===== config.mk =====
export PLATFORM = sky130hd
export DESIGN_NAME = led_switch_port
export DESIGN_NICKNAME = d
export VERILOG_FILES = /design/src/logic/soc_pkg.sv /design/src/logic/led_switch_port.sv
export VERILOG_INCLUDE_DIRS = /design/src /design/src/logic
export SDC_FILE = /design/constraint.sdc
export NUM_CORES = 1
export LEC_CHECK = 0
export BUFFER_PORTS_ARGS = -buffer_cell sky130_fd_sc_hd__buf_2
export CORE_MARGIN = 5
export CORE_UTILIZATION = 40
export CTS_BUF_LIST = sky130_fd_sc_hd__clkbuf_4 sky130_fd_sc_hd__clkbuf_8
export CTS_CLUSTER_DIAMETER = 100
export DETAILED_ROUTE_END_ITERATION = 10
export GPL_TIMING_DRIVEN = 1
export PLACE_DENSITY = 0.91
export SLEW_MARGIN = 30
export SYNTH_ARGS = -nofsm -noshare
export SYNTH_HDL_FRONTEND = slang
export SYNTH_SLANG_ARGS = --single-unit

===== constraint.sdc =====
create_clock -name i_clk -period 0.81 [get_ports i_clk]
set_input_delay 0.162 -clock i_clk [delete_from_list [all_inputs] [get_ports i_clk]]
set_output_delay 0.162 -clock i_clk [all_outputs]
set_load 0.05 [all_outputs]

===== src/logic/soc_macros.svh =====
`ifndef SOC_MACROS_SVH
`define SOC_MACROS_SVH

// bus widths
`define SOC_DATA_W 32
`define SOC_ADDR_W 30
`define SOC_SEL_W 4

// scratch RAM word index width, 256 words
`define SOC_RAM_AW 8

// read back at system register offset 0
`define SOC_ID_WORD 32'h20191028

// region tag, compared against word address bits 29:21
`define SOC_SYSREG_BASE 9'h1

// switch/LED port sits at one word address
`define SOC_LEDSW_ADDR 30'h400001

// system register offsets
`define SOC_SYSREG_ID 4'h0
`define SOC_SYSREG_SCRATCH 4'h1
`define SOC_SYSREG_ERRADDR 4'h2
`define SOC_SYSREG_POWER 4'h3
`define SOC_SYSREG_IRQ 4'h4

`endif


===== src/logic/soc_pkg.sv =====
`default_nettype none

`include "soc_macros.svh"

package soc_pkg;

    // one bus data word
    typedef logic [`SOC_DATA_W-1:0] wb_data_t;

    // word address, byte offset bits dropped
    typedef logic [`SOC_ADDR_W-1:0] wb_addr_t;

    // byte lane enables
    typedef logic [`SOC_SEL_W-1:0] wb_sel_t;

    // scratch RAM word index
    typedef logic [`SOC_RAM_AW-1:0] ram_index_t;

    // which master holds the bus
    typedef enum logic [1:0] {
        owner_none,
        owner_a,
        owner_b
    } arb_owner_e;

endpackage : soc_pkg

`default_nettype wire


===== src/logic/led_switch_port.sv =====
`default_nettype none

module led_switch_port (
    input  wire logic              i_clk,
    input  wire logic              i_rst_n,
    input  wire logic              i_stb,
    input  wire logic              i_we,
    input  wire soc_pkg::wb_data_t i_dat,
    input  wire logic [15:0]       i_switches,
    output logic                   o_ack,
    output soc_pkg::wb_data_t      o_dat,
    output logic [15:0]            o_leds
);

    always_ff @(posedge i_clk or negedge i_rst_n) begin
        if (!i_rst_n) begin
            o_ack  <= 1'b0;
            o_leds <= '0;
        end else begin
            o_ack <= i_stb && !o_ack;
            // LEDs take the low half of the write data
            if (i_stb && i_we)
                o_leds <= i_dat[15:0];
        end
    end

    // switches sampled on every strobe, upper half reads zero
    always_ff @(posedge i_clk) begin
        if (i_stb)
            o_dat <= {16'h0000, i_switches};
    end

endmodule : led_switch_port

`default_nettype wire


After elaboration in Yosys (flattened, before gate mapping)
Cells that the tools add are included.
{"block": "word_totals", "reg_bits": 33, "input_bits": 52}
{"block": "classes", "reduce_logical": 3}
{"cell": "$logic_and 1x1->1", "count": 2}
{"cell": "$logic_not 1->1", "count": 1}

Depth between registers and ports, before layout
{"block": "logic_depth", "depth_word": 2, "ltp_mapped": 3, "mapped_depth_nobuf": 2}

Worst setup path after synthesis
OpenSTA, ideal clock, no wires.
{"block": "synth_timing", "path_kind": "flip-flop to flip-flop", "from": "register o_leds[0] (netlist name)", "to": "register o_leds[0]", "setup_time_ns": 0.125, "arrival_time_ns": 0.866, "path_slack_ns": -0.180, "stages_incl_launch_ff": 2, "n_path_buf": 0, "synth_period_minus_slack_ns": 0.990, "path_cell_list": "dfrtp_1 > mux2_2"}
{"item": "end signal: assignment", "line_no": "led_switch_port.sv:23", "rtl": "o_leds <= i_dat[15:0];"}
{"item": "end: declaration", "line_no": "led_switch_port.sv:12", "rtl": "output logic [15:0] o_leds"}

Worst setup path after layout
{"block": "layout_timing", "from": "register o_dat[1]", "to": "output o_dat[1]"}
{"item": "start: declaration", "line_no": "led_switch_port.sv:11", "rtl": "output soc_pkg::wb_data_t o_dat,"}
{"item": "start signal: assignment", "line_no": "led_switch_port.sv:30", "rtl": "o_dat <= {16'h0000, i_switches};"}
No word-level cell between the ends.

==> key figures <==
Outcome
  • Run status: finished with violations
  • Failing checks: setup timing

Worst setup path
  • Max stage delay on crit path: 0.46 ns
  • Depth of the critical timing path with buffers and inverters included: 1
  • Timing startpoint of the critical path: o_dat[1]
  • Worst reg-to-reg path cell count: 2
  • Max Fanout on Critical Path: 1
  • Type of element capturing the critical path: output port
  • Worst setup path end: o_dat[1]
  • Reg-to-reg endpoint: o_leds[6]
  • Startpoint class of the critical path: register
  • Slowest library cell on the worst path: edfxtp_1
  • Critical-path cell list: buf_6
  • Worst R2R Start: o_leds[6]
  • Required time of the worst setup path: 0.65 ns
  • Register-to-register setup slack: -0.11 ns
  • CP top delay family: flip-flops
  • Arrival time at the worst endpoint: 1.00 ns
  • Type of the setup path with the least slack: register to output port
  • Count of buffer and inverter cells on the critical path: 1

GRT
  • First-pass GRT wire length: 5240 um
  • Number of antenna violations at the first check in global routing: 0
  • Maximum number of pins on one net before global-route repair: 19
  • Tot GR Track Use: 0.171
  • Via count of the first global-routing pass: 971
  • Residual overflow from global routing: 0

Clock network
  • Clock network latency to the later pin of the worst-skew pair: 0.33 ns
  • Buffer depth of the longest clock path: 2
  • CTS Root Cell: clkbuf_4
  • Clock tree from TritonCTS: yes
  • Clock-pin transition on the worst setup and hold timing paths: 0.12 ns
  • Cts bufs inserted: 5
  • Number of levels in the clock H-tree: 2
  • Clock sinks: 33

Finish
  • Share of final-layout standard cells stronger than drive strength 1: 0.706
  • NumNets Final: 221
  • Non-filler instance count after layout: 214
  • Post-layout util: 0.720
  • Number of diodes: 0
  • Number of fill cells: 202
  • Area Growth Syn to Fin: 72.9%

Pwr
  • Internal power of the cells: 3.09 mW
  • Sw Share: 0.369
  • Static power due to leakage: 1.05 nW
  • Maximum vdd drop: 855 uV
  • Clock network fraction of design power: 0.194
  • Fraction of power consumed by sequential logic: 0.435
  • Switching component of the power: 1.81 mW
  • Power share of the combinational group: 0.371
  • Pwr dens: 2230 nW/um^2

Synthesis
  • Area leader, netlist: edfxtp_1
  • Post-synth EDFFs: 16
  • Most common flop cell mapped by yosys: dfrtp_1
  • Main area contributors after synthesis: edfxtp_1 38%, dfrtp_1 33%, mux2_4 12%, buf_4 9.4%, mux2_2 5.3%
  • Synthesized area: 1270 um^2
  • Number of distinct library cells after synthesis: 9
  • Post-Synthesis Cells: 69
  • Post-synth ARST share: 0.515
  • Sequential cell area fraction in the yosys report: 0.713
  • Synthesis warning total: 0
  • Synthesized flop and latch total: 33
  • Top cells by instance count after synthesis: 17 x dfrtp_1, 16 x buf_4, 16 x edfxtp_1
  • Dominant cell by count in the synthesized netlist: dfrtp_1
  • Fraction of synthesized cell area taken by the top area cell type: 0.378
  • Average size of a mapped cell: 18.4 um^2

Detailed routing
  • Via-to-Cell Ratio: 4.41
  • Number of DRC markers after the initial detailed-route iteration: 43
  • Wirelength per Cell: 17.6 um
  • Antenna violation net count after detailed routing: 0
  • Number of detailed-route iterations in the first pass: 8
  • Remaining DRCs: 0
  • Overall via count from detail_route: 943
  • Overall routed net length: 3760 um

STA
  • Final setup violation count: 41
  • Smallest setup slack after layout: -0.349 ns
  • Final period util: 1.43
  • Unrepaired setup endpoints after global routing: true
  • Highest Clock Rate: 0.863 GHz
  • Hold_ws: 0.0498 ns
  • Number of endpoints with negative hold slack in the final report: 0
  • Max Clock Skew: 0 ns
  • Min cycle time layout: 1.16 ns
  • Final number of max-transition violations: 0

Placement
  • Final HPWL from detailed placement: 2050 um
  • Placed cell count: 182
  • GPL Wtd Cong: 0.641
  • IO buf count: 68

Worst hold path
  • Worst min-delay path class: primary input to register

Floorplan
  • Core footprint: 3050 um^2
  • Number of rows in the core area: 20
  • I/O pin total: 101
  • Starting density of the core: 0.416
  • Area of the die: 4410 um^2
  • Die H: 66.4 um
  • Horiz. Die Dim: 66.4 um

Job
  • Number of violations of the max-capacitance limit: 0
[state kept, by name, summed over array words and instances, names as in the netlist]
name / count
o_dat: 16
o_leds: 16
o_ack: 1
[cell usage in the layout, fill, tap and decap left out, drive strengths merged]
| master | instances |
|---|---|
| buf | 78 |
| dlygate4sd3 | 17 |
| dfrtp | 17 |
| mux2 | 16 |
| conb | 16 |
| edfxtp | 16 |
| clkbuf | 6 |
| clkinv | 2 |
| nor2b | 1 |
| nand2 | 1 |
[what timing repair did]
action / CTS / global route
hold endpoints to repair: 31 / 2
resized for setup: 69 / 6
endpoints found under the setup margin: 33 / 42
setup buffers: 6 / 4
hold buffers: 15 / 2
[power by group through the flow]
stage | combinational (mW) | sequential (mW) | clock [mW]
after floorplan | 0.434 | 2.76 | 0
after global placement | 1.38 | 2.08 | 0
after detailed placement | 1.40 | 2.09 | 0
after CTS | 1.76 | 2.10 | 0.933
after global routing | 1.88 | 2.15 | 1.03
final | 1.82 | 2.13 | 0.948
[metal layers]
layer / global-route usage / vias up / share of wire / wire [um]
li1: - / 405 / - / -
met1: 0.196 / 458 / 0.39 / 1460
met2: 0.278 / 76 / 0.49 / 1830
met3: 0.0680 / 4 / 0.11 / 432
met4: 0.0761 / 0 / 0.010 / 38
met5: 0 / - / 0 / 0
[kinds of logic after synthesis]
logic type	share of synthesized area
flip-flops	0.713
other	0.00295
buffers and inverters	0.103
AND/OR/NAND/NOR	0.00985
multiplexers	0.171
[worst min-delay path by stage]
stage	endpoint	startpoint	slack, ns	cells past startpoint
finish	o_leds[1]	i_dat[1]	0.05	2
global route	o_leds[2]	i_dat[2]	0.04	2
CTS	o_dat[14]	i_switches[14]	0.0001	1
detailed placement	o_leds[8]	i_rst_n	0.10	1
global placement	o_leds[11]	i_rst_n	0.1	1
floorplan	o_ack	i_rst_n	-0.13	0
[layout make-up]
type | instances | area (um^2) | share of cell area
clock buffer | 6 | 45.0 | 0.0205
multi-input combinational | 34 | 318 | 0.145
sequential | 33 | 927 | 0.422
tap | 44 | 55.1 | 0.0250
clock inverter | 2 | 10.0 | 0.00455
timing repair buffer | 95 | 843 | 0.384
[stage by stage]
stage | area (um^2) | setup TNS [ns] | power, mW | setup WS (ns)
6_report | 2200 | -9.74 | 4.89 | -0.349
5_1_grt | 2200 | -10.88 | 5.05 | -0.361
4_1_cts | 2160 | -9.27 | 4.79 | -0.282
3_5_place_dp | 1690 | -4.69 | 3.48 | -0.307
3_3_place_gp | 1690 | -4.44 | 3.46 | -0.284
2_1_floorplan | 1380 | -1.44 | 3.19 | -0.0900
(Power assumes the default switching activity.)
