## src/logic/soc_macros.svh

```systemverilog
`ifndef SOC_MACROS_SVH
`define SOC_MACROS_SVH

// bus widths
`define SOC_DATA_W 32
`define SOC_ADDR_W 30
`define SOC_SEL_W 4

// scratch RAM word index width, 256 words
`define SOC_RAM_AW 8

// read back at system register offset 0
`define SOC_ID_WORD 32'h20191028

// region tag, compared against word address bits 29:21
`define SOC_SYSREG_BASE 9'h1

// switch/LED port sits at one word address
`define SOC_LEDSW_ADDR 30'h400001

// system register offsets
`define SOC_SYSREG_ID 4'h0
`define SOC_SYSREG_SCRATCH 4'h1
`define SOC_SYSREG_ERRADDR 4'h2
`define SOC_SYSREG_POWER 4'h3
`define SOC_SYSREG_IRQ 4'h4

`endif

```

## src/logic/soc_pkg.sv

```systemverilog
`default_nettype none

`include "soc_macros.svh"

package soc_pkg;

    // one bus data word
    typedef logic [`SOC_DATA_W-1:0] wb_data_t;

    // word address, byte offset bits dropped
    typedef logic [`SOC_ADDR_W-1:0] wb_addr_t;

    // byte lane enables
    typedef logic [`SOC_SEL_W-1:0] wb_sel_t;

    // scratch RAM word index
    typedef logic [`SOC_RAM_AW-1:0] ram_index_t;

    // which master holds the bus
    typedef enum logic [1:0] {
        owner_none,
        owner_a,
        owner_b
    } arb_owner_e;

endpackage : soc_pkg

`default_nettype wire

```

## src/logic/wb_pri_arbiter.sv

```systemverilog
`default_nettype none

module wb_pri_arbiter (
    input  wire logic              i_clk,
    input  wire logic              i_rst_n,
    // master A, higher priority
    input  wire logic              i_a_cyc,
    input  wire logic              i_a_stb,
    input  wire logic              i_a_we,
    input  wire soc_pkg::wb_addr_t i_a_adr,
    input  wire soc_pkg::wb_data_t i_a_dat,
    input  wire soc_pkg::wb_sel_t  i_a_sel,
    output logic                   o_a_ack,
    output logic                   o_a_err,
    // master B
    input  wire logic              i_b_cyc,
    input  wire logic              i_b_stb,
    input  wire logic              i_b_we,
    input  wire soc_pkg::wb_addr_t i_b_adr,
    input  wire soc_pkg::wb_data_t i_b_dat,
    input  wire soc_pkg::wb_sel_t  i_b_sel,
    output logic                   o_b_ack,
    output logic                   o_b_err,
    // merged master bus
    output logic                   o_m_cyc,
    output logic                   o_m_stb,
    output logic                   o_m_we,
    output soc_pkg::wb_addr_t      o_m_adr,
    output soc_pkg::wb_data_t      o_m_dat,
    output soc_pkg::wb_sel_t       o_m_sel,
    input  wire logic              i_m_ack,
    input  wire logic              i_m_err
);

    soc_pkg::arb_owner_e owner;
    soc_pkg::arb_owner_e owner_next;

    // regrant only when idle or when the owner has let go of cyc
    always_comb begin
        owner_next = owner;
        if (owner == soc_pkg::owner_none || !o_m_cyc) begin
            if (i_a_cyc)
                owner_next = soc_pkg::owner_a;
            else if (i_b_cyc)
                owner_next = soc_pkg::owner_b;
            else
                owner_next = soc_pkg::owner_none;
        end
    end

    always_ff @(posedge i_clk or negedge i_rst_n) begin
        if (!i_rst_n)
            owner <= soc_pkg::owner_none;
        else
            owner <= owner_next;
    end

    // owner's request goes straight through
    always_comb begin
        case (owner)
            soc_pkg::owner_a: begin
                o_m_cyc = i_a_cyc;
                o_m_stb = i_a_stb;
                o_m_we  = i_a_we;
                o_m_adr = i_a_adr;
                o_m_dat = i_a_dat;
                o_m_sel = i_a_sel;
            end
            soc_pkg::owner_b: begin
                o_m_cyc = i_b_cyc;
                o_m_stb = i_b_stb;
                o_m_we  = i_b_we;
                o_m_adr = i_b_adr;
                o_m_dat = i_b_dat;
                o_m_sel = i_b_sel;
            end
            default: begin
                o_m_cyc = 1'b0;
                o_m_stb = 1'b0;
                o_m_we  = 1'b0;
                o_m_adr = '0;
                o_m_dat = '0;
                o_m_sel = '0;
            end
        endcase
    end

    // responses only reach the master that owns the bus
    assign o_a_ack = (owner == soc_pkg::owner_a) && i_a_cyc && i_m_ack;
    assign o_a_err = (owner == soc_pkg::owner_a) && i_a_cyc && i_m_err;
    assign o_b_ack = (owner == soc_pkg::owner_b) && i_b_cyc && i_m_ack;
    assign o_b_err = (owner == soc_pkg::owner_b) && i_b_cyc && i_m_err;

    // an owner keeps the bus for as long as it holds cyc
    a_owner_held : assert property (@(posedge i_clk) disable iff (!i_rst_n)
        (owner != soc_pkg::owner_none && o_m_cyc) |=> (owner == $past(owner)));

endmodule : wb_pri_arbiter

`default_nettype wire

```

## config.mk

```make
export PLATFORM = sky130hd
export DESIGN_NAME = wb_pri_arbiter
export DESIGN_NICKNAME = d
export VERILOG_FILES = /design/src/logic/soc_pkg.sv /design/src/logic/wb_pri_arbiter.sv
export VERILOG_INCLUDE_DIRS = /design/src /design/src/logic
export SDC_FILE = /design/constraint.sdc
export NUM_CORES = 1
export LEC_CHECK = 0
export BUFFER_PORTS_ARGS = -buffer_cell sky130_fd_sc_hd__buf_2
export CORE_AREA = 8 8 78 80
export CTS_CLUSTER_DIAMETER = 60
export DETAILED_ROUTE_END_ITERATION = 12
export DIE_AREA = 0 0 86 88
export PLACE_DENSITY = 0.77
export RECOVER_POWER = 100
export SLEW_MARGIN = 20
export SYNTH_ARGS = -nofsm -noshare
export SYNTH_HDL_FRONTEND = slang
export SYNTH_SLANG_ARGS = --single-unit
```

## constraint.sdc

```tcl
create_clock -name i_clk -period 2.8 [get_ports i_clk]
set_input_delay 0.28 -clock i_clk [delete_from_list [all_inputs] [get_ports i_clk]]
set_output_delay 0.28 -clock i_clk [all_outputs]
set_load 0.02 [all_outputs]
```

# After elaboration in Yosys (flattened, before gate mapping)
# Cells that the tools add are included.
# op_classes
add_sub_neg,0
multipliers,0
div_mod_pow,0
magnitude_cmp,0
eq_ne,2
shifts,0
n_mux,8
bitwise,0
n_reduce_logical,9
# op_table
operator,count
$pmux 32 s2,1
$pmux 30 s2,1
$pmux 4 s2,1
$logic_and 1x1->1,6
$pmux 1 s2,3
$mux 2,2
$eq 2x1->1 const B,1
$eq 2x2->1 const B,1
$logic_not 2->1,1
$logic_not 1->1,1
$logic_or 1x1->1,1
# word_totals
reg_bits,2
latchBits,0
ram_bits,0
mem_bits_ro,0
input_bits,142
out_inout_bits,73
elab_cells,20
n_memories,0

# Logic depth before layout (Yosys ltp)
# depth
depth_word,4
depth_mapped,6
ltp_nobuf,4

# Worst setup path after synthesis
# No wires, ideal clock.
# synth_path
kind,reg2out
start,register owner[0]
end,output o_m_adr[0]
t_arrival_ns,1.353
required_time_ns,2.520
path_slack_ns,1.167
path_stages_with_launch,5
n_path_buf,1
cell_sequence,dfrtp_1 inv_1 ha_1 clkbuf_1 nor2b_1
# synth_via
elab_chain_len,2
elab_cells_between_ends,3
classes_between,2 x eq/ne; 1 x mux
# synth_rtl
item,line,rtl
from (decl),wb_pri_arbiter.sv:35,soc_pkg::arb_owner_e owner;
from (signal assigned),wb_pri_arbiter.sv:53,owner <= soc_pkg::owner_none;
from (signal assigned),wb_pri_arbiter.sv:55,owner <= owner_next;
$eq 2x2->1 or $eq 2x1->1 (tied branches),wb_pri_arbiter.sv:60,case (owner)
$pmux 30 s2 (*),wb_pri_arbiter.sv:60,
to (decl),wb_pri_arbiter.sv:28,"output soc_pkg::wb_addr_t o_m_adr,"
# Mark *: on every way between the ends. The rest lies on a longest branch, timed or not.

# Worst setup path in the final report
# layout_path
start,register owner[1]
end,output o_m_dat[11]
# layout_via
elab_chain_len,2
elab_cells_between_ends,3
classes_between,2 x eq/ne; 1 x mux
# layout_rtl
item,line,rtl
$eq 2x2->1 or $eq 2x1->1 (tied branches),wb_pri_arbiter.sv:60,
$pmux 32 s2 (*),wb_pri_arbiter.sv:60,
to (decl),wb_pri_arbiter.sv:29,"output soc_pkg::wb_data_t o_m_dat,"
# Marked as above.

==> run summary <==
DRC - 0
CP Launch Type - flip-flop
Cells after Synth - 179
Static leakage - 1.06 nW
GP Congestion - 0.835
Remaining Overflow, GRT - 0
First-pass DRT Iterations - 4
Diodes inserted - 0
Die X-Extent - 86 um
TritonCTS clock tree - yes
Die area - 7570 um^2
Max reg flops - 2
Max Buffers Root-to-Sink - 2
Post-CTS Setup Inserts - 0
Final setup TNS - 0 ns
Row cnt - 26
All-layer global routing usage - 0.162
Routed len/inst - 16.0 um
Post-synth top cells - a22oi_1, nor2b_1, buf_2
Ranking of synthesized cells by area - a22oi_1, nor2b_1, buf_2, dfrtp_1, ha_1
Port bufs - 214
# clock sinks - 2
Min cycle time layout - 2.49 ns
Rel. slew slack - 0.641
Syn-to-layout area delta - 84.3%
Max Fclk - 401 MHz
Nets@finish - 526
Most flops, register - owner
Core area - 4910 um^2
Final cell area excluding filler cells - 2300 um^2
TritonCTS buffer count - 3
Hold/Removal Path Class - in2reg
Worst-margin pin slew - 0.539 ns
Clk_skew - 0.00451 ns
FF+latch count, synth - 2
Layout cell share with drive strength beyond 1 - 0.417
Initial antenna violation count - 0
Worst setup margin - 0.306 ns
Post-synth net total - 324
Antenna Violating Nets Remaining - 0
Unrepaired setup endpoints after global routing - false
Final setup viols - 0
Power density over the cells - 300 nW/um^2
WL met1 - 2660 um
Sequential-to-total area share from yosys stat - 0.0400
Final cycle utilization of the critical path - 0.891
Final Hold Fails - 0
CP Data Arrival Time - 2.21 ns
Setup crit end kind - output port
Quantity of gates resized following cts - 0
FF/Latch Area - 50.0 um^2
Status - finished, final reports clean
Multi-input gate area - 1070 um^2
Max Cap Viol - 0
Hold-fix buffers, CTS - 1
Post-detail-place hpwl - 5900 um
Largest net degree at the start of global routing - 66
Placed Area - 2340 um^2
CP required - 2.52 ns
Total Wirelength - 7170 um
Worst R2R Path Depth - 5
Vias in the first global route - 2,124
Predominant post-synthesis flop cell - dfrtp_1
Routed wl met3 - 763 um
FILL cells - 525
EDFF count, synth - 0
Peak VDD IR - 0.000289 V
Vias per std cell - 4.89
Total number of vias - 2,195
Initial Util - 0.254
Pre-CTS setup slack - 0.691 ns
Die Y - 88 um
H-tree depth - 1
Ys async rst share - 1.00
Post-synth top area share - 0.414
Clk Latency, worst-skew pair - 0.21 ns
Top routing layer in use - met4
Synth area leader - a22oi_1
Clock Pin Slew Worst Setup and Hold Paths - 0.03 ns
Worst hold stages - 2
DR WL met2 - 3700 um
Critical path class - reg2out
Ys Warns - 0
Avg Synthesized Cell Area - 6.98 um^2
Largest registers - owner x2
Final slew viol count - 0
Wire length of the first global-routing pass - 10,200 um
Synthesized cell area - 1250 um^2
DR iter-0 viols - 103
Critical path peak fanout - 29
Root Buffer - clkbuf_8
Synth unique cells - 17
Ports - 215
## logic make-up after synthesis
logic type	synth area share
adders and majority gates	0.0300
AOI/OAI and AO/OA	0.433
DFF	0.0400
buffers and inverters	0.106
and+or+nand+nor	0.390
## cell usage in the layout, fill, tap and decap left out
cell             n
o32a_1           1
ha_1             2
o32ai_1          1
inv_1            2
dfrtp_1          2
nor2b_1         69
nand2b_1         2
clkbuf_2         1
dlygate4sd3_1    1
buf_12           1
and4b_1          1
a21oi_1          1
clkbuf_8         3
clkbuf_1        65
buf_4            3
and3_1           4
a22oi_1         69
buf_2          149
and3b_1          1
ha_2             1
## final timing paths
path                          start           to  slack (ns)
max                        owner[1]  o_m_dat[11]        0.31
min                         i_a_cyc     owner[0]        0.38
max reg2reg                owner[0]     owner[0]        0.99
min reg2reg                owner[0]     owner[0]        0.60
max in group asynchronous   i_rst_n     owner[0]        2.27
min in group asynchronous   i_rst_n     owner[1]        0.40
## area by class of cell
cell class                 instances  area share
clock buffer                       3      0.0179
inverter                           2     0.00326
multi-input combinational        152       0.464
sequential                         2      0.0217
tap                               70      0.0380
timing repair buffer             220       0.455
## layer usage
metal / vias up / GRT usage
li1: 1068 / -
met1: 999 / 0.167
met2: 124 / 0.311
met3: 4 / 0.0535
met4: 0 / 0.0271
met5: - / 0
## per-stage QoR
| stage | utilization | power [mW] | instances | hold slack [ns] |
|---|---|---|---|---|
| after CTS | 0.487 | 0.719 | 449 | 0.372 |
| final | 0.469 | 0.691 | 449 | 0.375 |
| after floorplan | - | 0.381 | 179 | -0.0156 |
| after global routing | 0.469 | 0.746 | 449 | 0.386 |
| after detailed placement | 0.476 | 0.597 | 445 | 0.0691 |
| after global placement | 0.476 | 0.587 | 445 | 0.0672 |
## where the power goes
| part | switching [mW] | internal [mW] | leakage, nW | total (mW) |
|---|---|---|---|---|
| clock | 0.0244 | 0.0910 | 0.0216 | 0.115 |
| combinational | 0.314 | 0.228 | 1.01 | 0.543 |
| sequential | 0.00174 | 0.0315 | 0.0246 | 0.0332 |
## critical path, cell delays in order (launching register included)
cell and delay (ns):
dfrtp_1 0.36, inv_1 0.10, ha_2 0.54, clkbuf_2 0.44, a22oi_1 0.15, nor2b_1 0.13, clkbuf_1 0.26
(Power assumes the default switching activity.)
