[src/logic/soc_macros.svh]
`ifndef SOC_MACROS_SVH
`define SOC_MACROS_SVH

// bus widths
`define SOC_DATA_W 32
`define SOC_ADDR_W 30
`define SOC_SEL_W 4

// scratch RAM word index width, 256 words
`define SOC_RAM_AW 8

// read back at system register offset 0
`define SOC_ID_WORD 32'h20191028

// region tag, compared against word address bits 29:21
`define SOC_SYSREG_BASE 9'h1

// switch/LED port sits at one word address
`define SOC_LEDSW_ADDR 30'h400001

// system register offsets
`define SOC_SYSREG_ID 4'h0
`define SOC_SYSREG_SCRATCH 4'h1
`define SOC_SYSREG_ERRADDR 4'h2
`define SOC_SYSREG_POWER 4'h3
`define SOC_SYSREG_IRQ 4'h4

`endif

[src/logic/soc_pkg.sv]
`default_nettype none

`include "soc_macros.svh"

package soc_pkg;

    // one bus data word
    typedef logic [`SOC_DATA_W-1:0] wb_data_t;

    // word address, byte offset bits dropped
    typedef logic [`SOC_ADDR_W-1:0] wb_addr_t;

    // byte lane enables
    typedef logic [`SOC_SEL_W-1:0] wb_sel_t;

    // scratch RAM word index
    typedef logic [`SOC_RAM_AW-1:0] ram_index_t;

    // which master holds the bus
    typedef enum logic [1:0] {
        owner_none,
        owner_a,
        owner_b
    } arb_owner_e;

endpackage : soc_pkg

`default_nettype wire

[src/logic/sys_regs.sv]
`default_nettype none

`include "soc_macros.svh"

module sys_regs (
    input  wire logic              i_clk,
    input  wire logic              i_rst_n,
    input  wire logic              i_stb,
    input  wire logic              i_we,
    input  wire soc_pkg::wb_addr_t i_adr,
    input  wire soc_pkg::wb_data_t i_dat,
    input  wire logic              i_bus_err,
    output logic                   o_ack,
    output soc_pkg::wb_data_t      o_dat,
    output logic                   o_irq
);

    soc_pkg::wb_data_t scratch;
    soc_pkg::wb_data_t power_cnt;
    soc_pkg::wb_addr_t err_addr;

    // one ack per strobe, even if the strobe is held
    always_ff @(posedge i_clk or negedge i_rst_n) begin
        if (!i_rst_n) begin
            o_ack     <= 1'b0;
            o_irq     <= 1'b0;
            err_addr  <= '0;
            power_cnt <= '0;
        end else begin
            o_ack <= i_stb && !o_ack;
            if (i_stb && i_we && i_adr[3:0] == `SOC_SYSREG_IRQ)
                o_irq <= i_dat[0];
            // address is still held by the master during the err cycle
            if (i_bus_err)
                err_addr <= i_adr;
            // top bit sticks once reached
            if (!power_cnt[`SOC_DATA_W-1])
                power_cnt <= power_cnt + 1'b1;
            else
                power_cnt[`SOC_DATA_W-2:0] <= power_cnt[`SOC_DATA_W-2:0] + 1'b1;
        end
    end

    always_ff @(posedge i_clk) begin
        if (i_stb && i_we && i_adr[3:0] == `SOC_SYSREG_SCRATCH)
            scratch <= i_dat;
    end

    always_ff @(posedge i_clk) begin
        if (i_stb) begin
            case (i_adr[3:0])
                `SOC_SYSREG_ID:      o_dat <= `SOC_ID_WORD;
                `SOC_SYSREG_SCRATCH: o_dat <= scratch;
                `SOC_SYSREG_ERRADDR: o_dat <= {err_addr, 2'b00};
                `SOC_SYSREG_POWER:   o_dat <= power_cnt;
                `SOC_SYSREG_IRQ:     o_dat <= {{(`SOC_DATA_W-1){1'b0}}, o_irq};
                default:             o_dat <= '0;
            endcase
        end
    end

endmodule : sys_regs

`default_nettype wire

[config.mk]
export PLATFORM = sky130hd
export DESIGN_NAME = sys_regs
export DESIGN_NICKNAME = d
export VERILOG_FILES = /design/src/logic/soc_pkg.sv /design/src/logic/sys_regs.sv
export VERILOG_INCLUDE_DIRS = /design/src /design/src/logic
export SDC_FILE = /design/constraint.sdc
export NUM_CORES = 1
export LEC_CHECK = 0
export BUFFER_PORTS_ARGS = -buffer_cell sky130_fd_sc_hd__buf_4
export CORE_ASPECT_RATIO = 1.25
export CORE_UTILIZATION = 55
export CTS_CLUSTER_DIAMETER = 100
export CTS_CLUSTER_SIZE = 28
export DETAILED_ROUTE_END_ITERATION = 16
export GPL_ROUTABILITY_DRIVEN = 0
export GPL_TIMING_DRIVEN = 0
export HOLD_SLACK_MARGIN = 0.15
export PLACE_DENSITY = 0.87
export SETUP_SLACK_MARGIN = 0.3
export SYNTH_ARGS = -nofsm -noshare
export SYNTH_HDL_FRONTEND = slang
export SYNTH_SLANG_ARGS = --single-unit
[constraint.sdc]
create_clock -name i_clk -period 1.79 [get_ports i_clk]
set_clock_uncertainty 0.05 [all_clocks]
set_input_delay 0.179 -clock i_clk [delete_from_list [all_inputs] [get_ports i_clk]]
set_output_delay 0.179 -clock i_clk [all_outputs]
set_load 0.05 [all_outputs]
## After elaboration in Yosys (flattened, before gate mapping)

Index checks and enable logic that the tools add are counted.

- Add/sub/neg operators: 2
- Mux-type cells: 3
- Eq/ne operators: 4
- Reductions and logical operators: 6

Operator list:

| kind | number |
|---|---|
| $pmux 32 s5 | 1 |
| $add 32x1->32 const B | 1 |
| $add 31x1->31 const B | 1 |
| $mux 31 | 1 |
| $eq 4x2->1 const B | 2 |
| $eq 4x1->1 const B | 1 |
| $eq 4x3->1 const B | 1 |
| $logic_and 1x1->1 | 4 |
| $logic_not 4->1 | 1 |
| $logic_not 1->1 | 1 |
| $mux 1 | 1 |

- Register bits: 128
- Logic and storage cells: 21

## Longest topological paths before layout

- Depth in word-level cells: 2
- Depth in mapped cells: 5

## Worst setup path before layout

No wires, ideal clock.

- Path kind: input -> register
- Start: in i_adr[1]
- End: reg scratch[0] (enable)
- Path slack: -1692 ps
- Library setup time: 461 ps
- Arrival time: 2971 ps
- Required time: 1279 ps
- Stages: 4
- Cells stage by stage: buf_2 -> buf_2 -> buf_4 -> nor3_1

- Word-level cells in the longest chain between the ends: 2

RTL lines:

| item | line | source |
|---|---|---|
| from (decl) | sys_regs.sv:10 | `input wire soc_pkg::wb_addr_t i_adr,` |
| $eq 4x1->1 | n/a |  |
| $logic_and 1x1->1 (no source line) | n/a |  |
| to (signal assigned) | sys_regs.sv:46 | `scratch <= i_dat;` |
| to (decl) | sys_regs.sv:18 | `soc_pkg::wb_data_t scratch;` |

No other way between the ends.
A chain may end at the register's enable or synchronous reset.

## Worst setup path in the final report

- Start: reg power_cnt[3]
- End: reg power_cnt[27]

- Word-level cells in the longest chain between the ends: 2

RTL lines:

| item | line | source |
|---|---|---|
| from (decl) | sys_regs.sv:19 | `soc_pkg::wb_data_t power_cnt;` |
| from (signal assigned) | sys_regs.sv:38 | `power_cnt <= power_cnt + 1'b1;` |
| from (signal, indexed assignment) | sys_regs.sv:40 | `` power_cnt[`SOC_DATA_W-2:0] <= power_cnt[`SOC_DATA_W-2:0] + 1'b1; `` |
| $add 32x1->32 or $add 31x1->31 (tied branches) | sys_regs.sv:38, sys_regs.sv:40 |  |
| $mux 31 * | sys_regs.sv:37 | `` if (!power_cnt[`SOC_DATA_W-1]) `` |

Every way passes the cells marked *; elsewhere a longest branch is shown, timed or not.

==> reports/summary.log <==
INFO  run_status     status=finished, final reports clean
INFO  grt            grt_max_degree=65
INFO  logic_synthesis async_reset_ff_share=50.0%
INFO  setup_path     ff2ff_setup_slack=0.06ns
INFO  floorplanning  rows=39
INFO  timing         finalSetupTns=0ns
INFO  setup_path     worstSetupEndpointType=flop
INFO  setup_path     path_max_fanout=6
INFO  worst_hold_path worst_hold_path.num_cells=2
INFO  setup_path     worstPathArrival=2.01ns
INFO  setup_path     critPathMostFrequentCell=nand4_1
INFO  logic_synthesis yosysUniqueCellTypes=30
INFO  routing        antenna_violating_nets_left=0
INFO  run            cap_viol_max_count=0
INFO  setup_path     timing_worst_setup_path_type=reg -> reg
INFO  setup_path     worst_path_dominant_cell_family=simple AND/OR/NAND/NOR gates
INFO  floorplanning  start_util=57.2%
INFO  clock_network  tritoncts=built
INFO  timing         setup_violations=0
INFO  place          placement.io_buffers=97
INFO  logic_synthesis synth.avg_cell_area=14.5squm
INFO  routing        detailed_router_s_first_iteration_violation_count=519
INFO  timing         grt_setup_unrepaired=yes
INFO  timing         finalHoldViolations=0
INFO  logic_synthesis synth-main-ff-cell=edfxtp_1
INFO  logic_synthesis yosys_register_bits=128
INFO  floorplanning  die_height=112microns
INFO  setup_path     worstSetupStartpointType=flop
INFO  grt            global_route_usage_over_all_layers=33.1%
INFO  setup_path     rr_worst_depth=7
INFO  timing         worst-slew-pin-transition=0.886ns
INFO  clock_network  insertion_delay=0.42ns
INFO  place          place_area=6260squm
INFO  setup_path     timing.critical_path.slowest_stage_cell=dfrtp_2
INFO  routing        dr.pass1.iters=5
INFO  logic_synthesis mappedNetlistArea=5300squm
INFO  timing         finalWorstPathRequiredPeriod=1.73ns
INFO  clock_network  ctsHtreeMaxLevel=4
INFO  finish         nets=650
INFO  clock_network  number_of_sinks_on_the_clock_net=128
INFO  logic_synthesis synth-edff-count=64
INFO  pwr            design_power_total=7690uW
INFO  setup_path     timing.critical_path.buf_inv=3
INFO  logic_synthesis synth.top_cell.area_share=36.3%
INFO  finish         n_antenna_cell=0
INFO  grt            grt_pass1_wl=24300microns
INFO  logic_synthesis syn-num-nets=434
INFO  finish         post_route_cells_drive_above_1_share=43.4%
INFO  clock_network  ctsRootBufferMaster=clkbuf_16
INFO  logic_synthesis yosysTopAreaCell=edfxtp_1
INFO  floorplanning  fp.dieW=89.8microns
INFO  timing         hold-worst-slack=0.157ns
INFO  clock_network  cts_made_buffers=17
INFO  timing         maxClockFrequency=577MHz
INFO  finish         fin_area=7930squm
INFO  floorplanning  die_area=10000squm
INFO  pwr            power_per_cell_area=969nW/um^2
INFO  logic_synthesis yosys-top-cells-area=edfxtp_1, dfrtp_1, mux2_2
INFO  floorplanning  placeableCoreArea=9270squm
INFO  setup_path     cpPeakStageDelay=0.40ns
INFO  finish         area_growth_syn_to_layout=49.7%
INFO  clock_network  cts_buffer_depth=2
INFO  worst_hold_path hold_path_class=in -> reg
INFO  logic_synthesis synth_warnings=0
INFO  logic_synthesis synthTopCellsByCount=dfrtp_1, edfxtp_1, mux2_2
INFO  routing        routedWlPerCell=24.7microns
INFO  setup_path     critPathRequiredTime=2.07ns
INFO  place          detailedPlacementHpwl=7600microns
INFO  pwr            leakagePower=0.00341uW
INFO  timing         min_period_over_period=96.9%
INFO  routing        routed_via_count=4384
INFO  grt            grt_overflow=0
INFO  grt            vias_in_the_first_global_route=4308
INFO  timing         finalMaxSlewViolations=0
INFO  timing         timing.slew.headroom=40.9%
INFO  clock_network  clk_transition_reported_paths=0.06ns
INFO  floorplanning  ioPinCount=101
INFO  logic_synthesis seq_area_frac_synth=66.5%
INFO  logic_synthesis syn_inst=366
INFO  routing        routed_wl=17700microns
INFO  pwr            vdd_drop_max=0.00104V
INFO  setup_path     path_depth=7
INFO  routing        drt-vias-per-instance=6.11
INFO  routing        drc=0
INFO  grt            grt_antenna_before_repair=0
INFO  setup_path     critical_path_cell_by_cell=nand4_1, buf_6, nor3_4, buf_12, buf_8, nand4_1, xnor2_1
## metal layers
layer / global-route usage, % / up-vias / part of all wire [%]
li1: - / 1782 / -
met1: 40.4 / 2191 / 36
met2: 54.2 / 328 / 51
met3: 8.61 / 83 / 8.1
met4: 17.8 / 0 / 5.1
met5: 0 / - / 0
## report_power, final
part           total [uW]  switching (uW)  leakage [uW]  internal (uW)
sequential           3290            71.8       0.00141           3220
combinational         791             424       0.00171            367
clock                3600            1380      0.000289           2220
## cell type report
class	count	area (sq um)
Inverter	3	11.3
Timing Repair Buffer	197	1700
Sequential cell	128	3540
Buffer	17	115
Multi-Input combinational cell	218	1810
Fill cell	411	1340
Clock inverter	14	166
Clock buffer	18	439
Tap cell	123	154
## placed cells by master, fill, tap and decap left out, drive strengths merged
cell,Yosys,layout
o21ai,8,8
inv,3,3
nand2b,1,1
clkinv,0,8
nand4,13,13
and3,5,5
nor2b,2,2
buf,7,141
dlygate4sd3,0,63
nand3,13,13
mux2i,9,9
mux2,54,54
clkinvlp,0,3
nor2,32,32
or2,1,1
nor4b,1,1
xor2,6,6
clkbuf,10,28
and2,1,1
a21oi,7,7
a22oi,23,23
xnor2,23,23
ha,1,1
a41o,1,1
nand2,11,11
nor3,5,5
dfrtp,64,64
bufinv,0,3
edfxtp,64,64
nor4,1,1
## kinds of logic after synthesis
logic type / synth area share, %
mux: 13.2
compound gates: 4.86
buf+inv: 1.75
xor+xnor: 4.79
flops: 66.5
simple gates: 8.69
fa+ha+maj: 0.236
## flip-flops by register name, summed over array words and instances (netlist names)
register   count
err_addr      30
o_ack          1
o_dat         32
o_irq          1
power_cnt     32
scratch       32
## per-stage QoR
stage	utilization [%]	instances	setup slack [ns]
after floorplan	-	366	-0.0212
after global placement	67.2	586	-0.661
after detailed placement	67.5	587	-0.296
after CTS	83.0	699	0.308
after global routing	85.6	718	0.0228
final	85.6	718	0.0554
## what timing repair did
| action | 4_1_cts | 5_1_grt |
|---|---|---|
| cloned | 0 | 1 |
| setup buffers | 17 | 18 |
| resized for setup | 13 | 26 |
| hold buffers | 63 | 0 |
| setup endpoints to repair | 41 | 24 |
| hold endpoints to repair | 125 | 0 |
| pin swaps | 7 | 13 |
## worst reg2reg max path, stage by stage, from the launching register on
cell and delay [ns]:
dfrtp_2 0.40, nand4_1 0.12, buf_6 0.16, nor3_4 0.27, buf_12 0.16, buf_8 0.12, nand4_1 0.13, xnor2_1 0.23
## path summary, 6_finish.rpt
check                                     endpoint              startpoint
setup / recovery           power_cnt[27]$_DFF_PN0_  power_cnt[3]$_DFF_PN0_
hold / removal             err_addr[0]$_DFFE_PN0P_                i_adr[0]
setup reg to reg           power_cnt[27]$_DFF_PN0_  power_cnt[3]$_DFF_PN0_
hold reg to reg                    o_ack$_DFF_PN0_         o_ack$_DFF_PN0_
max in group asynchronous  power_cnt[15]$_DFF_PN0_                 i_rst_n
min in group asynchronous        o_irq$_DFFE_PN0P_                 i_rst_n
Power figures use the tool's default switching activity.
