$ cat src/logic/soc_macros.svh
`ifndef SOC_MACROS_SVH
`define SOC_MACROS_SVH

// bus widths
`define SOC_DATA_W 32
`define SOC_ADDR_W 30
`define SOC_SEL_W 4

// scratch RAM word index width, 256 words
`define SOC_RAM_AW 8

// read back at system register offset 0
`define SOC_ID_WORD 32'h20191028

// region tag, compared against word address bits 29:21
`define SOC_SYSREG_BASE 9'h1

// switch/LED port sits at one word address
`define SOC_LEDSW_ADDR 30'h400001

// system register offsets
`define SOC_SYSREG_ID 4'h0
`define SOC_SYSREG_SCRATCH 4'h1
`define SOC_SYSREG_ERRADDR 4'h2
`define SOC_SYSREG_POWER 4'h3
`define SOC_SYSREG_IRQ 4'h4

`endif

$ cat src/logic/soc_pkg.sv
`default_nettype none

`include "soc_macros.svh"

package soc_pkg;

    // one bus data word
    typedef logic [`SOC_DATA_W-1:0] wb_data_t;

    // word address, byte offset bits dropped
    typedef logic [`SOC_ADDR_W-1:0] wb_addr_t;

    // byte lane enables
    typedef logic [`SOC_SEL_W-1:0] wb_sel_t;

    // scratch RAM word index
    typedef logic [`SOC_RAM_AW-1:0] ram_index_t;

    // which master holds the bus
    typedef enum logic [1:0] {
        owner_none,
        owner_a,
        owner_b
    } arb_owner_e;

endpackage : soc_pkg

`default_nettype wire

$ cat src/logic/bus_decoder.sv
`default_nettype none

`include "soc_macros.svh"

module bus_decoder (
    input  wire logic              i_clk,
    input  wire logic              i_rst_n,
    input  wire logic              i_m_stb,
    input  wire soc_pkg::wb_addr_t i_m_adr,
    // device strobes
    output logic                   o_ram_stb,
    output logic                   o_sysreg_stb,
    output logic                   o_ledsw_stb,
    // device responses
    input  wire logic              i_ram_ack,
    input  wire logic              i_sysreg_ack,
    input  wire logic              i_ledsw_ack,
    input  wire soc_pkg::wb_data_t i_ram_dat,
    input  wire soc_pkg::wb_data_t i_sysreg_dat,
    input  wire soc_pkg::wb_data_t i_ledsw_dat,
    // merged response to the master bus
    output logic                   o_m_ack,
    output logic                   o_m_err,
    output soc_pkg::wb_data_t      o_m_dat
);

    logic ram_sel;
    logic sysreg_sel;
    logic ledsw_sel;
    logic none_sel;

    // RAM aliases over its whole region, only the low index bits are used
    assign ram_sel    = (i_m_adr[`SOC_ADDR_W-1:21] == '0);
    assign sysreg_sel = (i_m_adr[`SOC_ADDR_W-1:21] == `SOC_SYSREG_BASE);
    assign ledsw_sel  = (i_m_adr == `SOC_LEDSW_ADDR);
    assign none_sel   = !ram_sel && !sysreg_sel && !ledsw_sel;

    assign o_ram_stb    = i_m_stb && ram_sel;
    assign o_sysreg_stb = i_m_stb && sysreg_sel;
    assign o_ledsw_stb  = i_m_stb && ledsw_sel;

    // unmapped strobe, same one-cycle timing as a device ack
    always_ff @(posedge i_clk or negedge i_rst_n) begin
        if (!i_rst_n)
            o_m_err <= 1'b0;
        else
            o_m_err <= i_m_stb && none_sel && !o_m_err;
    end

    assign o_m_ack = i_ram_ack || i_sysreg_ack || i_ledsw_ack;

    // at most one device acks at a time
    always_comb begin
        if (i_ram_ack)
            o_m_dat = i_ram_dat;
        else if (i_sysreg_ack)
            o_m_dat = i_sysreg_dat;
        else if (i_ledsw_ack)
            o_m_dat = i_ledsw_dat;
        else
            o_m_dat = '0;
    end

    a_ack_err_excl : assert property (@(posedge i_clk) disable iff (!i_rst_n)
        !(o_m_ack && o_m_err));

endmodule : bus_decoder

`default_nettype wire

$ cat config.mk
export PLATFORM = sky130hd
export DESIGN_NAME = bus_decoder
export DESIGN_NICKNAME = d
export VERILOG_FILES = /design/src/logic/soc_pkg.sv /design/src/logic/bus_decoder.sv
export VERILOG_INCLUDE_DIRS = /design/src /design/src/logic
export SDC_FILE = /design/constraint.sdc
export NUM_CORES = 1
export LEC_CHECK = 0
export ABC_CLOCK_PERIOD_IN_PS = 3200
export BUFFER_PORTS_ARGS = -buffer_cell sky130_fd_sc_hd__buf_2
export CORE_AREA = 4 4 63 65
export CTS_CLUSTER_SIZE = 12
export DETAILED_ROUTE_END_ITERATION = 10
export DIE_AREA = 0 0 67 69
export GPL_TIMING_DRIVEN = 0
export PLACE_DENSITY = 0.77
export SLEW_MARGIN = 20
export SYNTH_ARGS = -nofsm -noshare
export SYNTH_HDL_FRONTEND = slang
export SYNTH_SLANG_ARGS = --single-unit
$ cat constraint.sdc
create_clock -name i_clk -period 3.2 [get_ports i_clk]
set_clock_uncertainty 0.05 [all_clocks]
set_input_delay 0.16 -clock i_clk [delete_from_list [all_inputs] [get_ports i_clk]]
set_output_delay 0.16 -clock i_clk [all_outputs]
set_load 0.005 [all_outputs]
# --- Word level (Yosys, flattened, before mapping) ---
# Index checks and enable logic that the tools add are counted.
totals:
  reg_bits: 1
  input_bits: 132
  out_inout_bits: 37
  elab_cells: 20
op_classes:
  n_eq_ne: 2
  muxes: 3
  n_reduce_logical: 14
ops:
  columns: ["operator", "count"]
  rows:
  - ["two-way mux 32 bit", 3]
  - ["equality test 30 x 23 -> 1 bit, second input constant", 1]
  - ["equality test 9 x 1 -> 1 bit, second input constant", 1]
  - ["logical NOT 9 bit", 1]
  - ["logical AND 1 bit", 7]
  - ["logical NOT 1 bit", 4]
  - ["logical OR 1 bit", 2]

# --- Longest topological paths before layout ---
# Gate-level depths: netlist of run 1.
logic_depth:
  ltp_word: 6
  depth_mapped: 5
  mapped_depth_nobuf: 3

# --- Worst setup path before layout of run 1 ---
# Ideal clock, no wire load.
synth_timing:
  path_kind: "input-to-output"
  start: "input i_m_adr[27]"
  end: "output o_ledsw_stb"
  t_arrival_ns: 1.247
  required_ns: 2.990
  slack_ns: 1.743
  cell_stages: 3
  n_path_buf: 0
  cell_sequence: "or4_4 or2_4 nor4_1"
synth_between:
  elab_chain_cells: 2
synth_rtl:
  columns: ["element", "line", "text"]
  rows:
  - ["from (decl)", "bus_decoder.sv:9", "input wire soc_pkg::wb_addr_t i_m_adr,"]
  - ["equality test 30 x 23 -> 1 bit (no source line)", null, null]
  - ["logical AND 1 bit", "bus_decoder.sv:40", "assign o_ledsw_stb = i_m_stb && ledsw_sel;"]
  - ["to (decl)", "bus_decoder.sv:13", "output logic o_ledsw_stb,"]
# Every way passes these cells.

# --- Worst setup path after layout of run 1 ---
layout_timing:
  start: "input i_sysreg_ack"
  end: "output o_m_dat[9]"
layout_between:
  elab_chain_cells: 2
layout_rtl:
  columns: ["element", "line", "text"]
  rows:
  - ["from (decl)", "bus_decoder.sv:16", "input wire logic i_sysreg_ack,"]
  - ["two-way mux 32 bit", "bus_decoder.sv:56", "else if (i_sysreg_ack)"]
  - ["two-way mux 32 bit", "bus_decoder.sv:54", "if (i_ram_ack)"]
  - ["to (decl)", "bus_decoder.sv:24", "output soc_pkg::wb_data_t o_m_dat"]
# Every way passes these cells.

==> results of run 1 <==
## cells by family after synthesis
| kind of cell | count (synthesis) |
|---|---|
| AOI/OAI and AO/OA | 65 |
| and+or+nand+nor | 51 |
| buffers and inverters | 15 |
| DFF | 1 |
## cell type report
type                       count  area [sq um]
fill                         369          1700
sequential                     1          25.0
multi-input combinational    116           659
tap                           46          57.6
inverter                       1          3.75
timing repair buffer         167           841
buffer                        14          52.6
## worst paths after layout
path                                    to  slack [ns]
worst max-delay path            o_m_dat[9]        1.51
worst max register to register     o_m_err        2.48
worst min register to register     o_m_err        0.47
min in group i_clk                 o_m_err        0.47
max in group asynchronous          o_m_err        2.59
worst min-delay path               o_m_err        0.42
## worst reg2reg max path, delay by kind of cell (launching register included)
| family | cells | cell delay [ns] |
|---|---|---|
| compound gates | 1 | 0.16 |
| flops | 1 | 0.35 |
| simple gates | 1 | 0.09 |
## cells in the mapped netlist (all sizes together) (3+ instances only)
master  instances
nand2          33
o21ai          32
a22oi          31
clkbuf         13
nor4            5
nor4b           3
or3             3
## power by group
| group | switching [mW] | internal, mW | leakage, nW | total (mW) |
|---|---|---|---|---|
| combinational | 0.0885 | 0.111 | 0.901 | 0.199 |
| clock | 0 | 0 | 0 | 0 |
| sequential | 0.000410 | 0.0138 | 0.0125 | 0.0142 |
| total | 0.0889 | 0.124 | 0.914 | 0.213 |
## repair_timing
action | 4_1_cts | 5_1_grt
hold endpoints to repair | 1 | 0
endpoints found under the setup margin | 0 | 0
setup buffers | 0 | 0
hold buffers | 1 | 0
## per-layer routing
layer | routed length (um) | global-route usage, %
met1 | 1630 | 19.7
met3 | 533 | 2.60
met2 | 2470 | 36.4
met4 | 9 | 0
met5 | 0 | 0
## metrics by stage
step           cell area (sq um)  power [mW]
2_1_floorplan                741      0.0875
3_3_place_gp                1630       0.209
3_5_place_dp                1630       0.213
4_1_cts                     1640       0.215
5_1_grt                     1640       0.236
6_report                    1640       0.213
==> run summary, run 1 <==
The number of flip-flops in the largest register was 1. Of the total synthesized cell area, the portion taken by XOR and XNOR cells is 0%. Setup repair after global routing left no endpoint under its margin. The buffer and inverter count on the worst path was 3. Of all flip-flops after synthesis, the portion carrying an async set or reset was 100%. For the aggregate global routing overflow, the log shows 0. Synthesis produced 132 cells. The proportion of synthesized chip area in sequential cells is 3.38%. The final clock period utilization by the worst path is 52.7%. Entering global routing, the biggest net connects 11 pins. The register with the most flip-flops was o_m_err.

For this run, design rule violations remaining after detail routing come to 0. The run gives 433 as the net count reported at finish. By area, the combinational part of the netlist is dominated by compound AO/OA/AOI/OAI gates. The flip-flop and latch count after synthesis was 1. Via count of the first global-routing pass: 1554. The critical path crosses 6 cells after its start point. STA classifies the critical path startpoint as an input pin. Multiplexer fraction of the synthesized cell area: 0%. Total wirelength of the detailed-routed design: 4650 um. For the tightest slew margin relative to the limit, the log shows 67.5%.

The clock reaches the later pin of the worst-skew pair after 0 ns. STA classifies the critical path endpoint as a primary output. By instance count, the cell type seen most on the critical path is clkbuf_1. Yosys mapped the design onto 21 distinct sky130hd cell types. The tools report the total I/O pin count as 169. Summed over all cells, the static leakage comes to 0.914 nW.

For the worst setup path, the data required time is 2.99 ns. The worst slack after detailed placement came out at 1.53 ns. Gates resized during post-CTS repair numbered 0. Cells fill 49.1% of the core in the end. The detailed router placed 1654 vias in this run. The number of DRC violations after detailed-routing iteration 0 was 43.

The largest stage delay on the critical path is 0.40 ns, and the peak fanout along the critical path is 10. Worst hold path class: input pin to asynchronous set/reset pin. The worst-case reg-to-reg path depth was 2; the HPWL after detailed placement was 4040 um. Via count normalized by instance count: 4.79. The count of buffers inserted at the top-level ports is 166, and the peak ir drop on the vdd network is 0.0000743 V.

Tracing the worst setup path back leads to its startpoint at i_sysreg_ack. The adder and majority gate portion of the synthesized area is 0%. The clock period minus worst slack is 1.69 ns. When the netlist entered floorplanning its net count stood at 264. The signal on the critical path passes through clkbuf_1 > nor2b_1 > clkbuf_1 > a22oi_1 > o21ai_0 > buf_2. The clock-pin slew on the worst setup and hold paths works out to 0 ns. The total area inside the core boundary comes to 3340 sq um.

The number of warnings reported in the yosys synthesis log is 0, and the number of placed instances, taps included is 344. The tightest hold path in the finished design has a slack of 0.423 ns. The run finished with clean final reports.

Once routing completed, OpenROAD measured the worst setup slack at 1.51 ns. The slowest stage of the critical path is the clkbuf_1 cell. The final count of hold timing violations was 0.

Library cell occupying the most area in the post-synthesis netlist: a22oi_1. Once the floorplan was initialized, standard cells occupied 22.2% of the core. The floorplan step defined a die boundary enclosing 4620 sq um.

The congestion estimate from routability-driven global placement came to 0.850. The largest registers in the layout are o_m_err: 1 flops. For the number of antenna diodes, the log shows 0. In the final routed layout, each cell accounts on average for 13.5 um. Setup violations remaining at the end of the flow were counted as 0. Summing every instance area after synthesis gives 741 sq um. After synthesis, the largest area contributor takes up 31.4% of total cell area. The max-cap check violation count came out at 0. The tools report the number of antenna violations at the first check in global routing as 0.

The top cell family by delay on the critical path was buffers and inverters. In this run, synthesis inferred 0 flip-flops with an integrated enable. Launch point of the worst reg-to-reg path: o_m_err. Once layout is complete, the cells apart from fillers number 345.

Before antenna repair, the detailed router went through 4 iterations. Summing the areas of all compound-gate instances in the mapped netlist gives 55.1% of the synthesized area. The detail route stage leaves a number of antenna-violating nets equal to 0.

From synthesis to final layout, the design area changed by 121%. The die boundary width was 67 um. The tools report the arrival time of the worst setup path as 1.48 ns. In the synthesized netlist the dominant register cell turns out to be dfrtp_1. The leading cell type in the layout, fill and taps excluded was buf_2.

The maximum clock rate is 593 MHz. The die height was 69 um. The critical path is of the input pin to primary output type.

The power density over the cells is 130 nW/um^2. In the post-synthesis netlist, the biggest area contributors are a22oi_1, nand2_1, o21ai_0. The global-route wire length before repair was 6950 um; the final max-slew violation count was 0.

After floorplanning, the core was divided into 21 placement rows. The synthesized area divided by synthesized cell count is 5.61 sq um. For the pin with the worst max-slew slack, the measured transition is 0.487 ns. After Yosys synthesis, and, or, nand and nor cells account for 34.0% of the synthesized area. For this run, the total global-route usage over all layers was measured as 17.9%. The top cell types in the final layout, fill and taps aside, are buf_2, nand2_1, a22oi_1, o21ai_0, clkbuf_1. Setup total negative slack on the finished layout was measured at 0 ns.

Of the cells placed in the final design, the portion with a size suffix greater than 1 is 56.5%.
Power figures use the tool's default switching activity.
==> run 2: changes to the inputs <==
--- a/config.mk
+++ b/config.mk
@@ -6,14 +6,15 @@
 export SDC_FILE = /design/constraint.sdc
 export NUM_CORES = 1
 export LEC_CHECK = 0
-export ABC_CLOCK_PERIOD_IN_PS = 3200
+export ABC_AREA = 1
+export ABC_CLOCK_PERIOD_IN_PS = 1420
 export BUFFER_PORTS_ARGS = -buffer_cell sky130_fd_sc_hd__buf_2
-export CORE_AREA = 4 4 63 65
+export CORE_AREA = 4 4 77 65
 export CTS_CLUSTER_SIZE = 12
 export DETAILED_ROUTE_END_ITERATION = 10
-export DIE_AREA = 0 0 67 69
+export DIE_AREA = 0 0 81 69
 export GPL_TIMING_DRIVEN = 0
-export PLACE_DENSITY = 0.77
+export PLACE_DENSITY = 0.76
 export SLEW_MARGIN = 20
 export SYNTH_ARGS = -nofsm -noshare
 export SYNTH_HDL_FRONTEND = slang
==> constraint.sdc (replaced) <==
create_clock -name i_clk -period 1.42 [get_ports i_clk]
set_clock_uncertainty 0.05 [all_clocks]
set_input_delay 0.071 -clock i_clk [delete_from_list [all_inputs] [get_ports i_clk]]
set_output_delay 0.071 -clock i_clk [all_outputs]
set_load 0.005 [all_outputs]
==> run summary, run 2 <==
The peak ir drop on the vdd network came out at 0.000166 V (+120%). The min-delay analysis places its worst path in the category input pin to asynchronous set/reset pin. After synthesis, the most frequently instantiated cells are a21oi_1, nor2_1, nand3_1. The buffer count from post-CTS setup fixing is 0 (unchanged), and the number of antenna diodes is 0 (unchanged).

Launching element type of the critical path: an input pin. The die height is 69 um (unchanged). Setup repair after global routing left no endpoint under its margin.

The power after layout is 0.580 mW (+170%), and the die boundary width is 81 um (+21%). The power density over the cells was 294 nW/um^2 (+130%); the final count of hold timing violations was 0 (unchanged). The via count normalized by instance count is 4.54 (-5.2%), and the combined global-route utilization of all metal layers is 17.1% (-0.80 points). The global-route wire length before repair was 8090 um (+16%). The core area is 4150 sq um (+24%). Most frequently used cell type in the post-synthesis netlist: a21oi_1. The number of library cell types mapped by synthesis is 17 (-19%).

By area the synthesized netlist is led by a21oi_1, nor2_1, nand3_1. The total negative slack came out at 0 ns (unchanged). Summed over all instances, the cell type with the most area after synthesis is a21oi_1.

The logs give 2.34% (-1.0 points) for the proportion of synthesized chip area in sequential cells and 88.3% (+21 points) for the tightest slew margin relative to the limit. The share of the synthesized area in the top cell type is 29.0% (-2.4 points). The type of the setup path with the least slack is input pin to primary output.

The run finished with clean final reports. The library cell used most frequently in the layout, excluding fill and tap cells, is buf_2. The run gives 0 (unchanged) as the final max-slew violation count. Post-synth design cell area: 1070 sq um (+44%).

The initial core utilization was 25.7% (+3.5 points). The largest net degree at the start of global routing is 11 (unchanged). Top cell family by delay on the critical path: buffers and inverters. The synthesized area divided by synthesized cell count is 5.29 sq um (-5.7%). Buffer and inverter count on the worst path: 4 (+1). For the finished layout, the period the worst path requires is 0.940 ns. Walking the worst path, the cells encountered are buf_2 > inv_4 > buf_4 > nor2_1 > a21oi_1 > buf_2.

The net count reported at finish is 502 (+16%), and the via total after detailed routing is 1931 (+17%). The number of enable-type register cells in the synthesized netlist is 0 (unchanged), and the maximum clock rate is 1060 MHz. The HPWL after detailed placement is 4600 um (+14%), and the max-cap check violation count is 0 (unchanged). The cts-stage hold buffer count was 1 (unchanged); the post-detailed-route count of antenna-violating nets was 0 (unchanged).

The post-cts gate resize count is 0 (unchanged). The logs give 0 (unchanged) for the total DRC errors in the routed layout and 1.30 ns (-1.69 ns) for the required time reported for the critical path endpoint. The largest stage delay on the critical path is 0.18 ns (-0.22 ns). The top cell types in the final layout, fill and taps aside, are buf_2, a21oi_1, nor2_1, nand3_1, nand2_1. The flip-flop and latch count after synthesis was 1 (unchanged). Arrival time of the worst setup path: 0.82 ns (-0.66 ns). The most numerous cell type found on the critical path is buf_2. The tools report the number of detailed-routing iterations run before antenna repair as 4 (unchanged). The largest registers in the layout are o_m_err: 1 flops. The share of synthesized registers carrying an async set or reset is 100% (unchanged), and the leakage power figure is 1.11 nW (+21%). The type of element capturing the critical path was a primary output.

The total number of placement rows is 21 (unchanged). In the finished design, the share of the clock period the worst path needs comes to 66.2%. The clock-pin slew on the worst setup and hold paths came out at 0 ns (unchanged).

From synthesis to final layout, the design area changed by 84.9%. Peak fanout along the critical path: 10 (unchanged). The via count of the first global-routing pass was 1784 (+15%); the worst-skew pair later-pin latency was 0 ns (unchanged). Count of buffers inserted at the top-level ports: 165 (-0.60%). For the number of antenna violations at the first check in global routing, the log shows 0 (unchanged).

The register with the most flip-flops was o_m_err. The share of cells above drive strength 1 works out to 53.3% (-3.3 points). The run gives 5590 sq um (+21%) as the die outline area.

The slew of the pin with the lowest slew margin works out to 0.176 ns (-0.311 ns). The most used flip-flop cell after synthesis is dfrtp_1. The run gives 5320 um (+14%) as the total wirelength of the detailed-routed design. The run gives 0 (unchanged) as the count of endpoints failing setup in the final report. The aggregate global routing overflow was 0 (unchanged).

The number of warnings reported in the yosys synthesis log came out at 0 (unchanged). The synthesized net count came out at 334 (+27%). The tools report the final weighted congestion in routability-driven placement as 0.878 (+3.3%).

The tools report the number of DRC violations after detailed-routing iteration 0 as 75 (+74%). For this design, the slowest cell found on the critical path is buf_4. The total I/O pin count is 169 (unchanged), and the number of flip-flops in the largest register is 1 (unchanged). The routed wire length per instance is 12.5 um (-7.1%), and the synthesized instance count is 202 (+53%).
run 2: cell count changes after synthesis, sizes merged, moves of 9 or more:
cell	previous run	this run
a22oi	31	0
nand3	0	34
inv	1	10
nand2	33	13
o21ai	32	0
buf	1	18
nor2	1	59
a21oi	1	64
clkbuf	13	0
run 2: kinds of logic (layout without fill, tap and decap cells):
kind of cell	after synthesis	count (layout)	share of synthesized area, %
compound gates	64	64	30.7
flops	1	1	2.34
buf+inv	29	195	20.3
simple gates	108	108	46.7
run 2: final cells by class:
class | instances | area, sq um
fill | 456 | 2180
timing repair buffer | 166 | 836
multi-input combinational | 172 | 827
buffer | 18 | 168
tap | 57 | 71.3
inverter | 11 | 48.8
sequential | 1 | 25.0
run 2: per-layer routing:
layer	global-route usage, %	vias to the layer above	share of wire, %
li1	-	1014	-
met1	20.0	834	41
met2	33.2	77	51
met5	0	-	0
met4	1.50	0	0.90
met3	2.21	6	7.1
run 2: final timing paths:
kind	end	depth (start not counted)	startpoint	slack (ns)
setup / recovery	o_m_dat[4]	6	i_ram_ack	0.48
min in group i_clk	o_m_dat[24]	4	i_ram_dat[24]	0.41
setup reg to reg	o_m_err	3	o_m_err	0.64
hold / removal	o_m_err	2	i_rst_n	0.35
max in group asynchronous	o_m_err	2	i_rst_n	0.89
hold reg to reg	o_m_err	3	o_m_err	0.51
run 2: worst reg2reg max path, cell delays in order, from the launching register on:
cell and delay, ns:
dfrtp_1 0.36, nor2_1 0.10, nand3_1 0.10, nor2_1 0.09
run 2: power by group:
group / switching [mW] / total, mW / internal (mW)
clock network: 0 / 0 / 0
logic: 0.254 / 0.548 / 0.294
registers: 0.00122 / 0.0322 / 0.0310
total: 0.255 / 0.580 / 0.325
run 2: through the flow:
step	cell area, sq um	util (%)	instances	hold slack, ns	setup slack [ns]
after floorplan	1070	-	202	-0.275	0.694
after global placement	1970	47.3	424	-0.205	0.472
after detailed placement	1970	47.3	424	-0.203	0.473
after CTS	1980	47.6	425	0.354	0.467
after global routing	1980	47.6	425	0.375	0.259
final	1980	47.6	425	0.350	0.480
